<file path="src/common/up_pkg.sv">
package up_pkg;

   typedef logic [7:0] byte_t;   // Data and address word
   typedef logic [3:0] nib_t;    // One instruction

   localparam int    MEM_DEPTH  = 256;
   localparam byte_t SP_RESET   = 8'hFF;
   localparam byte_t CONST_BASE = 8'h80;   // LDI constant region

   // Reset values, index 0 is r0
   localparam byte_t [3:0] REG_RESET = {8'h04, 8'h03, 8'h02, 8'h01};

   typedef enum logic [3:0] {
      ADD, SUB, MUL, DIV,
      SWAP01, SWAP12, SWAP23, XPC,
      LD, ST, INC, NAND,
      LDI, PUSH, POP, HALT
   } opcode_e;

   typedef enum logic [4:0] {
      ADD_12   = 5'b00000,
      SUB_12   = 5'b00001,
      MUL_12   = 5'b00010,
      DIV_12   = 5'b00011,
      XOR_01   = 5'b00100,
      XOR_12   = 5'b00101,
      XOR_23   = 5'b00110,
      XOR_PC2  = 5'b00111,
      PASS_R3A = 5'b01000,
      PASS_R3B = 5'b01001,
      INC_R0   = 5'b01010,
      NAND_12  = 5'b01011,
      PASS_DIN = 5'b01111,   // Any unlisted code passes data_in
      ZERO     = 5'b10000,
      PASS_R2  = 5'b11000,
      SP_INC   = 5'b11010,
      SP_DEC   = 5'b11011,
      PASS_PC  = 5'b11100,
      PC_CODE  = 5'b11101,
      PC_CONST = 5'b11110,
      PC_INC   = 5'b11111
   } alu_sel_e;

   typedef enum logic [2:0] {
      SEL_I0, SEL_I1, SEL_I2, SEL_I3,   // From data_in
      SEL_O0, SEL_O1, SEL_O2, SEL_O3    // From data_out
   } rb_sel_e;

   typedef struct packed {
      alu_sel_e sel;
      logic     ir_we;
      logic     pc_we;
      logic     sp_we;
      logic     rb_we;
      rb_sel_e  rb_sel;
      logic     mar_we;   // Memory side
      logic     mem_we;
   } ctrl_t;

endpackage
</file>
<file path="src/hdl/up_top.sv">
`timescale 1ns/1ps

module up_top import up_pkg::*; (
   input  logic  clk,
   input  logic  nRst,
   input  logic  start,
   input  logic  host_we,
   input  byte_t host_addr,
   input  byte_t host_wdata,
   output byte_t host_rdata,
   output logic  busy,
   output logic  halted
);

   ctrl_t ctrl;
   byte_t bus;       // Shared data_out bus
   byte_t rd_data;
   nib_t  ir;

   up_control u_control (
      .clk    (clk),
      .nRst   (nRst),
      .start  (start),
      .ir     (ir),
      .ctrl   (ctrl),
      .busy   (busy),
      .halted (halted)
   );

   up_datapath u_datapath (
      .clk      (clk),
      .nRst     (nRst),
      .data_in  (rd_data),
      .ctrl     (ctrl),
      .data_out (bus),
      .ir       (ir)
   );

   up_memory u_memory (
      .clk        (clk),
      .nRst       (nRst),
      .addr_wdata (bus),
      .mar_we     (ctrl.mar_we),
      .mem_we     (ctrl.mem_we),
      .rd_data    (rd_data),
      .busy       (busy),
      .host_we    (host_we),
      .host_addr  (host_addr),
      .host_wdata (host_wdata),
      .host_rdata (host_rdata)
   );

endmodule

</file>
<file path="src/hdl/up_memory.sv">
`timescale 1ns/1ps

module up_memory import up_pkg::*; (
   input  logic  clk,
   input  logic  nRst,
   input  byte_t addr_wdata,
   input  logic  mar_we,
   input  logic  mem_we,
   output byte_t rd_data,
   input  logic  busy,
   input  logic  host_we,
   input  byte_t host_addr,
   input  byte_t host_wdata,
   output byte_t host_rdata
);

   byte_t mem [MEM_DEPTH];
   byte_t mar;

   always_ff @(posedge clk or negedge nRst) begin
      if (!nRst)
         mar <= 8'h00;
      else if (mar_we)
         mar <= addr_wdata;   // Bus carries the address
   end

   // Host owns the array only while the core is stopped
   always_ff @(posedge clk) begin
      if (host_we)
         mem[host_addr] <= host_wdata;
      else if (mem_we)
         mem[mar] <= addr_wdata;
   end

   assign rd_data    = mem[mar];
   assign host_rdata = mem[host_addr];

   a_host_idle: assert property (@(posedge clk) disable iff (!nRst)
      host_we |-> !busy)
      else $error("host write at %0h while core busy", host_addr);

endmodule

</file>
<file path="src/up_core/up_control.sv">
`timescale 1ns/1ps

module up_control import up_pkg::*; (
   input  logic  clk,
   input  logic  nRst,
   input  logic  start,
   input  nib_t  ir,
   output ctrl_t ctrl,
   output logic  busy,
   output logic  halted
);

   typedef enum logic [2:0] {
      IDLE,
      FETCH_ADDR,
      FETCH_IR,
      EXEC1,
      EXEC2,
      EXEC3,
      HALTED
   } state_e;

   state_e     state;
   state_e     state_nxt;
   opcode_e    op;
   logic [1:0] step;       // Execute step, 0 based
   logic [1:0] op_len;     // Index of last execute step
   logic       last;
   logic       halt_exec;

   // Step that writes a register
   function automatic ctrl_t wr_reg(alu_sel_e s, rb_sel_e r);
      ctrl_t c;
      c        = '0;
      c.sel    = s;
      c.rb_we  = 1'b1;
      c.rb_sel = r;
      return c;
   endfunction

   // Step that drives pointer and memory strobes
   function automatic ctrl_t wr_strobe(alu_sel_e s, logic pc_we, logic sp_we,
                                       logic mar_we, logic mem_we);
      ctrl_t c;
      c        = '0;
      c.sel    = s;
      c.pc_we  = pc_we;
      c.sp_we  = sp_we;
      c.mar_we = mar_we;
      c.mem_we = mem_we;
      return c;
   endfunction

   assign op        = opcode_e'(ir);
   assign step      = (state == EXEC3) ? 2'd2 : (state == EXEC2) ? 2'd1 : 2'd0;
   assign halt_exec = (state == EXEC1) && (op == HALT);
   assign halted    = (state == HALTED) || halt_exec;
   assign busy      = !(state inside {IDLE, HALTED}) && !halt_exec;

   always_comb begin
      case (op)
         LD, ST, LDI, PUSH:        op_len = 2'd1;
         SWAP01, SWAP12, SWAP23,
         XPC, POP:                 op_len = 2'd2;
         default:                  op_len = 2'd0;   // ALU ops, INC, NAND, HALT
      endcase
   end

   assign last = (step == op_len);

   // Microcode table
   always_comb begin
      ctrl = '0;
      case (state)
         FETCH_ADDR: ctrl = wr_strobe(PC_CODE, 1'b0, 1'b0, 1'b1, 1'b0);
         FETCH_IR: begin
            ctrl       = wr_strobe(PC_INC, 1'b1, 1'b0, 1'b0, 1'b0);
            ctrl.ir_we = 1'b1;
         end
         EXEC1, EXEC2, EXEC3: begin
            case (op)
               ADD:    ctrl = wr_reg(ADD_12, SEL_O1);
               SUB:    ctrl = wr_reg(SUB_12, SEL_O1);
               MUL:    ctrl = wr_reg(MUL_12, SEL_O1);
               DIV:    ctrl = wr_reg(DIV_12, SEL_O1);
               SWAP01: ctrl = wr_reg(XOR_01, step[0] ? SEL_O1 : SEL_O0);   // x, y, x
               SWAP12: ctrl = wr_reg(XOR_12, step[0] ? SEL_O2 : SEL_O1);
               SWAP23: ctrl = wr_reg(XOR_23, step[0] ? SEL_O3 : SEL_O2);
               XPC:    ctrl = step[0] ? wr_reg(XOR_PC2, SEL_O2)
                                      : wr_strobe(XOR_PC2, 1'b1, 1'b0, 1'b0, 1'b0);
               LD:     ctrl = (step == 2'd0) ? wr_strobe(PASS_R3A, 1'b0, 1'b0, 1'b1, 1'b0)
                                             : wr_reg(PASS_DIN, SEL_I0);
               ST:     ctrl = (step == 2'd0) ? wr_strobe(PASS_R3B, 1'b0, 1'b0, 1'b1, 1'b0)
                                             : wr_strobe(PASS_R2, 1'b0, 1'b0, 1'b0, 1'b1);
               INC:    ctrl = wr_reg(INC_R0, SEL_O0);
               NAND:   ctrl = wr_reg(NAND_12, SEL_O1);
               LDI:    ctrl = (step == 2'd0) ? wr_strobe(PC_CONST, 1'b0, 1'b0, 1'b1, 1'b0)
                                             : wr_reg(PASS_DIN, SEL_I1);
               PUSH:   ctrl = (step == 2'd0) ? wr_strobe(SP_DEC, 1'b0, 1'b1, 1'b1, 1'b0)
                                             : wr_strobe(PASS_R2, 1'b0, 1'b0, 1'b0, 1'b1);
               POP: begin
                  case (step)
                     2'd0:    ctrl = wr_strobe(SP_INC, 1'b0, 1'b1, 1'b0, 1'b0);
                     2'd1:    ctrl = wr_strobe(SP_DEC, 1'b0, 1'b0, 1'b1, 1'b0);
                     default: ctrl = wr_reg(PASS_DIN, SEL_I2);
                  endcase
               end
               default: ctrl = '0;   // HALT
            endcase
         end
         default: ctrl = '0;
      endcase
   end

   always_comb begin
      state_nxt = state;
      case (state)
         IDLE, HALTED: if (start) state_nxt = FETCH_ADDR;
         FETCH_ADDR:   state_nxt = FETCH_IR;
         FETCH_IR:     state_nxt = EXEC1;
         default: begin
            if (last)
               state_nxt = (op == HALT) ? HALTED : FETCH_ADDR;
            else
               state_nxt = (state == EXEC1) ? EXEC2 : EXEC3;
         end
      endcase
   end

   always_ff @(posedge clk or negedge nRst) begin
      if (!nRst)
         state <= IDLE;
      else
         state <= state_nxt;
   end

   // Host may own the memory whenever busy is low
   a_quiet_when_stopped: assert property (@(posedge clk) disable iff (!nRst)
      !busy |-> (ctrl == '0))
      else $error("ctrl active while not busy, state %s", state.name());

   // Memory would write to a stale address
   a_no_mar_mem_overlap: assert property (@(posedge clk) disable iff (!nRst)
      !(ctrl.mem_we && ctrl.mar_we))
      else $error("mem_we with mar_we, op %s step %0d", op.name(), step);

endmodule

</file>
<file path="src/up_core/up_datapath.sv">
`timescale 1ns/1ps

module up_datapath import up_pkg::*; (
   input  logic  clk,
   input  logic  nRst,
   input  byte_t data_in,
   input  ctrl_t ctrl,
   output byte_t data_out,
   output nib_t  ir
);

   byte_t pc;   // Counts nibbles
   byte_t sp;
   byte_t r0;
   byte_t r1;
   byte_t r2;
   byte_t r3;

   always_comb begin
      case (ctrl.sel)
         ADD_12:   data_out = r1 + r2;
         SUB_12:   data_out = r1 - r2;
         MUL_12:   data_out = r1 * r2;   // Low byte only
         DIV_12:   data_out = r1 / r2;

         XOR_01:   data_out = r0 ^ r1;
         XOR_12:   data_out = r1 ^ r2;
         XOR_23:   data_out = r2 ^ r3;
         XOR_PC2:  data_out = pc ^ r2;

         PASS_R3A: data_out = r3;
         PASS_R3B: data_out = r3;
         INC_R0:   data_out = r0 + 8'h01;
         NAND_12:  data_out = ~(r1 & r2);

         ZERO:     data_out = 8'h00;
         SP_INC:   data_out = sp + 8'h01;
         SP_DEC:   data_out = sp - 8'h01;
         PASS_R2:  data_out = r2;
         PASS_PC:  data_out = pc;
         PC_CODE:  data_out = (pc >> 1) & ~CONST_BASE;   // Code byte address
         PC_CONST: data_out = (pc >> 1) | CONST_BASE;
         PC_INC:   data_out = pc + 8'h01;
         default:  data_out = data_in;
      endcase
   end

   always_ff @(posedge clk or negedge nRst) begin
      if (!nRst) begin
         pc <= 8'h00;
         sp <= SP_RESET;
         ir <= 4'h0;
         r0 <= REG_RESET[0];
         r1 <= REG_RESET[1];
         r2 <= REG_RESET[2];
         r3 <= REG_RESET[3];
      end else begin
         // Odd nibble sits in the low half
         if (ctrl.ir_we) begin
            if (pc[0])
               ir <= data_in[3:0];
            else
               ir <= data_in[7:4];
         end
         if (ctrl.sp_we)
            sp <= data_out;
         if (ctrl.pc_we)
            pc <= data_out;
         if (ctrl.rb_we) begin
            case (ctrl.rb_sel)
               SEL_I0: r0 <= data_in;
               SEL_I1: r1 <= data_in;
               SEL_I2: r2 <= data_in;
               SEL_I3: r3 <= data_in;
               SEL_O0: r0 <= data_out;
               SEL_O1: r1 <= data_out;
               SEL_O2: r2 <= data_out;
               SEL_O3: r3 <= data_out;
            endcase
         end
      end
   end

   // Single bus can only feed one pointer register
   a_pc_sp_excl: assert property (@(posedge clk) disable iff (!nRst)
      !(ctrl.pc_we && ctrl.sp_we))
      else $error("pc_we and sp_we both high, sel %0h", ctrl.sel);

endmodule

</file>
<file path="config.mk">
export PLATFORM = sky130hd
export DESIGN_NAME = up_top
export DESIGN_NICKNAME = d
export VERILOG_FILES = /design/src/common/up_pkg.sv /design/src/hdl/up_top.sv /design/src/hdl/up_memory.sv /design/src/up_core/up_control.sv /design/src/up_core/up_datapath.sv
export SDC_FILE = /design/constraint.sdc
export NUM_CORES = 2
export LEC_CHECK = 0
export BUFFER_PORTS_ARGS = -buffer_cell sky130_fd_sc_hd__buf_2
export CAP_MARGIN = 20
export CORE_UTILIZATION = 59
export CTS_CLUSTER_SIZE = 16
export DETAILED_ROUTE_END_ITERATION = 8
export PLACE_DENSITY = 0.76
export SLEW_MARGIN = 20
export SYNTH_ARGS = -nofsm -noshare
export SYNTH_HDL_FRONTEND = slang
export SYNTH_SLANG_ARGS = --single-unit
</file>
<file path="constraint.sdc">
create_clock -name clk -period 61.6 [get_ports clk]
set_clock_uncertainty 0.1 [all_clocks]
set_input_delay 3.08 -clock clk [delete_from_list [all_inputs] [get_ports clk]]
set_output_delay 3.08 -clock clk [all_outputs]
set_load 0.02 [all_outputs]
</file>
# Yosys cells after proc, flatten, opt, wreduce, memory -nomap -nowiden
# Memory sizes are Yosys's and may differ from the RTL's.
# Cells that the tools add are included.
# totals
ff_bits,63
ram_bits,2048
rom_bits,32
input_bits,20
out_inout_bits,10
word_cells,130
n_memories,2
# mem_list
name,depth,word_bits,rd,rd_ports_with_merged_regs,wr,line_no,text
u_memory.mem,256,8,2,0,1,up_memory.sv:17,byte_t mem [MEM_DEPTH];
(name not given),16,2,1,0,0,up_control.sv:61,case (op)
# classes
n_addsub,6
n_mul,1
div,1
n_eq_ne,50
mux,32
n_bitwise,6
reduce_logical,23
# op_table
operator,n
$pmux W14 S15,1
$pmux W8 S19,1
$pmux W8 S2,4
$pmux W14 S3,1
$eq A5 B5 Y1 const B,8
$eq A4 B4 Y1 const B,8
$xor A8 B8 Y8,4
$mux W14,2
$pmux W14 S2,1
$add A8 B1 Y8 const B,3
$mux W8,3
$eq A3 B3 Y1 const B,7
$eq A5 B3 Y1 const B,4
$eq A5 B4 Y1 const B,4
$eq A4 B3 Y1 const B,4
$eq A3 B2 Y1 const B,4
$mux W12,1
$mux W11,1
$eq A5 B2 Y1 const B,2
$mux W1,10
$reduce_bool A2 Y1,5
$mux W3,3
$pmux W3 S3,1
$add A8 B8 Y8,1
other kinds (26),36

# Logic depth before layout (Yosys ltp)
# depth
ltp_word,12
depth_mapped,56
depth_no_buf,55

# Modules after synthesis
# Synthesis repeated with hierarchy kept, for this count alone.
# hier_totals
hier_cells,6030
area_unflattened_um2,104934.4
# modules_own_cells
module,instances,cells_each,area_each_um2,seq_area_each_um2
up_memory,1,5077,97383.4,61699.2
up_datapath,1,839,6759.0,1317.5
up_control,1,114,792.0,75.1

# Worst setup path before layout
# Ideal clock, no wire load.
# synth_timing
path_type,register to register
start,register u_datapath.r2[0]
end,memory u_memory.mem[0][0] in the netlist's numbering (data pin)
setup_ps,2189
t_arrival_ps,21095
required_time_ps,59311
path_slack_ps,38216
path_stages_with_launch,43
n_path_buf,1
synth_period_minus_slack_ps,23384
path_cell_list,dfstp_2 -> clkbuf_1 -> inv_1 -> ha_1 -> a41oi_1 -> ha_1 -> o21a_1 -> o211ai_1 -> mux2_2 -> ha_1 -> o21ai_0 -> a2111oi_2 -> mux2_2 -> ha_1 -> o21a_1 -> o21a_1 -> o211ai_1 -> mux2_2 -> [... 7 more ...] -> o211ai_1 -> a21boi_0 -> o21ai_0 -> a211oi_1 -> mux2_2 -> ha_1 -> o21a_1 -> o211ai_1 -> nand2_1 -> a41oi_1 -> mux2_2 -> ha_1 -> a21oi_1 -> o21ai_0 -> a31oi_1 -> o22ai_1 -> a2111oi_4 -> o21ai_0
# synth_via
elab_chain_len,4
elab_cells_between_ends,11
cone_classes,2 x add/sub; 1 x mul; 1 x div; 2 x mux; 5 x bitwise
# synth_lines
item,line_no,text
from (decl),up_datapath.sv:16,byte_t r2;
from (signal assigned),up_datapath.sv:55,r2 <= REG_RESET[2];
from (signal assigned),up_datapath.sv:73,SEL_I2: r2 <= data_in;
from (signal assigned),up_datapath.sv:77,SEL_O2: r2 <= data_out;
branches (longest 2 deep; another with $div A8 B8 Y8),-,
$pmux W8 S19 *,up_datapath.sv:20,case (ctrl.sel)
$mux W8 (no line) *,-,
to (decl),up_memory.sv:17,
# Mark *: on every way between the ends.

# Final worst setup path
# layout_timing
start,register u_datapath.r2[0]
end,memory u_memory.mem[177][0] in the netlist's numbering (data pin)
# Same word-level chain as after synthesis.

==> impl_results.md <==
* Maximum net fanout on the critical path at 113
* Number of setup violations in the final report at 0
* Fin area at 0.112 sq mm
* Final period demand of the worst path at 14.82 ns
* Residual antenna-violating net count after detailed routing at 0
* Post-DR vias/cell at 7.78
* Number of instances in the synthesized netlist at 5,442
* Maximum ir drop on the vdd rail at 0.0448 mV
* Number of non-filler instances in the completed layout at 7,885
* Clock sink count at 2,111
* Global route total overflow at 0
* Largest net degree at the start of global routing at 182
* Critical path data arrival time at 15.19 ns
* Clk Tree Root Cell: clkbuf_16
* Max cap viols at 0
* Register area share after synthesis at 61.3%
* DRT Wirelength at 316,000 um
* Yosys top cell by area: edfxtp_1
* Setup repair after global routing missed its margin: no
* Worst-margin pin slew at 1.30 ns
* Number of detailed-route iterations in the first pass at 8
* Antenna violations before repair at 25
* Number of nets in the finished design at 5,488
* Critical Path Source Type: register
* Initial core utilization at 59.7%
* Category of cells accounting for the largest share of critical-path delay: compound AO/OA/AOI/OAI gates
* Mean post-synth cell area at 18.9 sq um
* Core region area at 0.172 sq mm
* Total die area at 0.176 sq mm
* Number of hold-slack violations in the final timing report at 0
* Clock tree from TritonCTS: yes
* Post-synth top area share at 59.8%
* Most numerous cell in the Yosys netlist: edfxtp_1
* Fraction of layout instances using a drive strength above 1 at 32.1%
* Core Util, Final at 65.0%
* Prevailing post-synth register cell: edfxtp_1
* Leak Pwr at 0.0347 uW
* Layout Area Growth over Synthesis at 8.82%
* GRT Util Overall at 36.4%
* Mean routed wirelength per cell at 40.0 um
* Number of H-tree levels at 4
* Total of flip-flops plus latches after synthesis at 2,111
* Category of the most critical setup path: reg -> reg
* Placed inst area at 0.105 sq mm
* Top cells by count, synth: 2,048 x edfxtp_1, 1,170 x mux4_2, 381 x nor2_1
* Worst slew margin at 13.3%
* Die W at 420 um
* Height of the die at 420 um
* Worst flop-to-flop path startpoint: u_datapath.r2[0]
* Cell type with the highest occurrence count on the critical path: ha_1
* Achievable clock frequency at 67.5 MHz
* Vias after detailed routing at 61,400
* Last weighted congestion value of the routability-driven placer at 0.976
* Number of violations reported at the end of detailed-routing iteration 0 at 10,700
* Max clock buf depth at 3
* Result of the run: finished clean
* Sum of negative setup slack at 0 ns
* Count of yosys warnings during synthesis at 0
* Min-delay src: u_datapath.sp[7]
* Period utilization at 24.1%
* Total CTS buffers at 212
* Remaining design rule violation count at 0
* Vias in the first global route at 60,100
* Critical Path Start: u_datapath.r2[0]
* Worst Setup End Kind: register
* Critical Path Slowest Stage Cell: a41oi_1
* Combined area of all synthesized cells at 0.103 sq mm
* Fin. max-slew vios at 0
* Async SR Flop Fraction at 2.98%
* Ratio of total power to cell area at 44.5 mW/mm^2
* Post-synth cell types at 96
* IO Count at 30
* Row cnt at 152
* Placed wire-length estimate after detailed placement at 196,000 um
* Number of placed instances, taps included at 7,483
* Wire length of the first global-routing pass at 446,000 um
* Bufs and invs on worst path at 3
* Layout filler cell count at 11,300
* Worst Path Required at 61.97 ns
* Hold crit path type: reg -> reg
* Maximum cell stage delay along the critical path at 0.80 ns
* Worst-path clk slew at 0.07 ns
* Dominant cells by area after synthesis: edfxtp_1 60%, mux4_2 26%, nor2_1 1.4%
* Buffer count from post-CTS setup fixing at 0
* Insertion delay to the later sink of the worst-skew pair at 0.90 ns
* IO Port Bufs at 29
* Post-synth EDFFs at 2,048
* Resize count post-CTS at 0
* Syn_nets at 5,541
* Post-cts hold buffer count at 0
[worst paths after layout]
kind / slack, ns / depth (start not counted) / to
setup / recovery: 46.78 / 48 / u_memory.mem[177][0]
hold / removal: 0.43 / 2 / u_datapath.sp[7]
setup reg to reg: 46.78 / 48 / u_memory.mem[177][0]
hold reg to reg: 0.43 / 2 / u_datapath.sp[7]
max in group asynchronous: 58.39 / 2 / u_memory.mar[1]
min in group asynchronous: 2.32 / 2 / u_datapath.r3[3]
[sequential cells by signal, summed over array words and instances (netlist names)]
signal           cells
u_datapath.r2        8
u_datapath.ir        4
u_memory.mar         8
u_datapath.r3        8
u_datapath.r0        8
u_datapath.pc        8
u_memory.mem      2048
u_control.state      3
u_datapath.r1        8
u_datapath.sp        8
[layout make-up]
type | count | area (sq um) | share of cell area, %
diodes | 14 | 35.0 | 0.0313
clock buffers | 262 | 5570 | 4.97
flip-flops and latches | 2111 | 63100 | 56.4
multi-input cells | 2851 | 37700 | 33.7
well taps | 2310 | 2890 | 2.58
repair buffers | 162 | 1280 | 1.14
inverters | 51 | 194 | 0.173
clock inverters | 124 | 1160 | 1.04
[cells in the final DEF, fill, tap and decap left out, types with 16 or more instances in the layout]
master     count
nand2_1      160
a22o_1        40
nor2_1       344
nand3_1       43
and2_1        19
xnor2_1       51
nand2b_1      22
clkinv_1      57
mux4_2      1170
o21ai_0       60
ha_1          66
nor2_2        36
dfrtp_1       46
edfxtp_1    2048
clkbuf_16    214
a21oi_1      110
buf_4        125
mux2i_1       96
nor3_1        39
mux2_2        40
clkinv_2      31
clkbuf_1      45
inv_1         46
o22ai_1       42
a221oi_1      47
buf_2         25
a22oi_1      116
o21a_1        21
a31oi_1       16
bufinv_16     17
[per-stage QoR]
| step | setup WS (ns) | hold WS (ns) | power (uW) |
|---|---|---|---|
| 4_1_cts | 46.37 | 0.431 | 4920 |
| 3_3_place_gp | 46.94 | 0.417 | 3650 |
| 6_report | 46.78 | 0.430 | 4980 |
| 5_1_grt | 45.66 | 0.450 | 5120 |
| 2_1_floorplan | 38.22 | 0.372 | 3040 |
| 3_5_place_dp | 46.41 | 0.419 | 3670 |
[power breakdown]
group          leakage (uW)  internal (uW)  switching, uW
combinational        0.0123            778           1230
clock               0.00328            712            560
sequential           0.0191           1630           73.3
[worst reg2reg max path, delay by kind of cell, from the launching register on]
family                   cells  cell delay (ns)
buffers and inverters        3             1.00
multiplexers                 4             1.68
adder cells (fa/ha/maj)      8             2.49
AO/OA/AOI/OAI               30             8.01
flip-flops                   1             0.73
AND/OR/NAND/NOR              3             0.27
[cells by family after synthesis]
logic type      Yosys count  synth area share [%]
mux                    1308                  27.0
flops                  2111                  61.3
buf+inv                 480                  2.29
compound gates          613                  4.34
simple gates            787                  3.45
xor+xnor                 64                 0.545
fa+ha+maj                79                  1.06
[layer usage]
metal  global-route usage, %  vias to the layer above  share of wire (%)
met5                       0                        -              0.045
met4                    19.7                       20                6.6
met3                    11.5                     1067                 14
met2                    54.2                     5356                 46
met1                    48.4                    31700                 33
li1                        -                    23200                  -
Note: power is estimated with default switching activity, not from simulation.
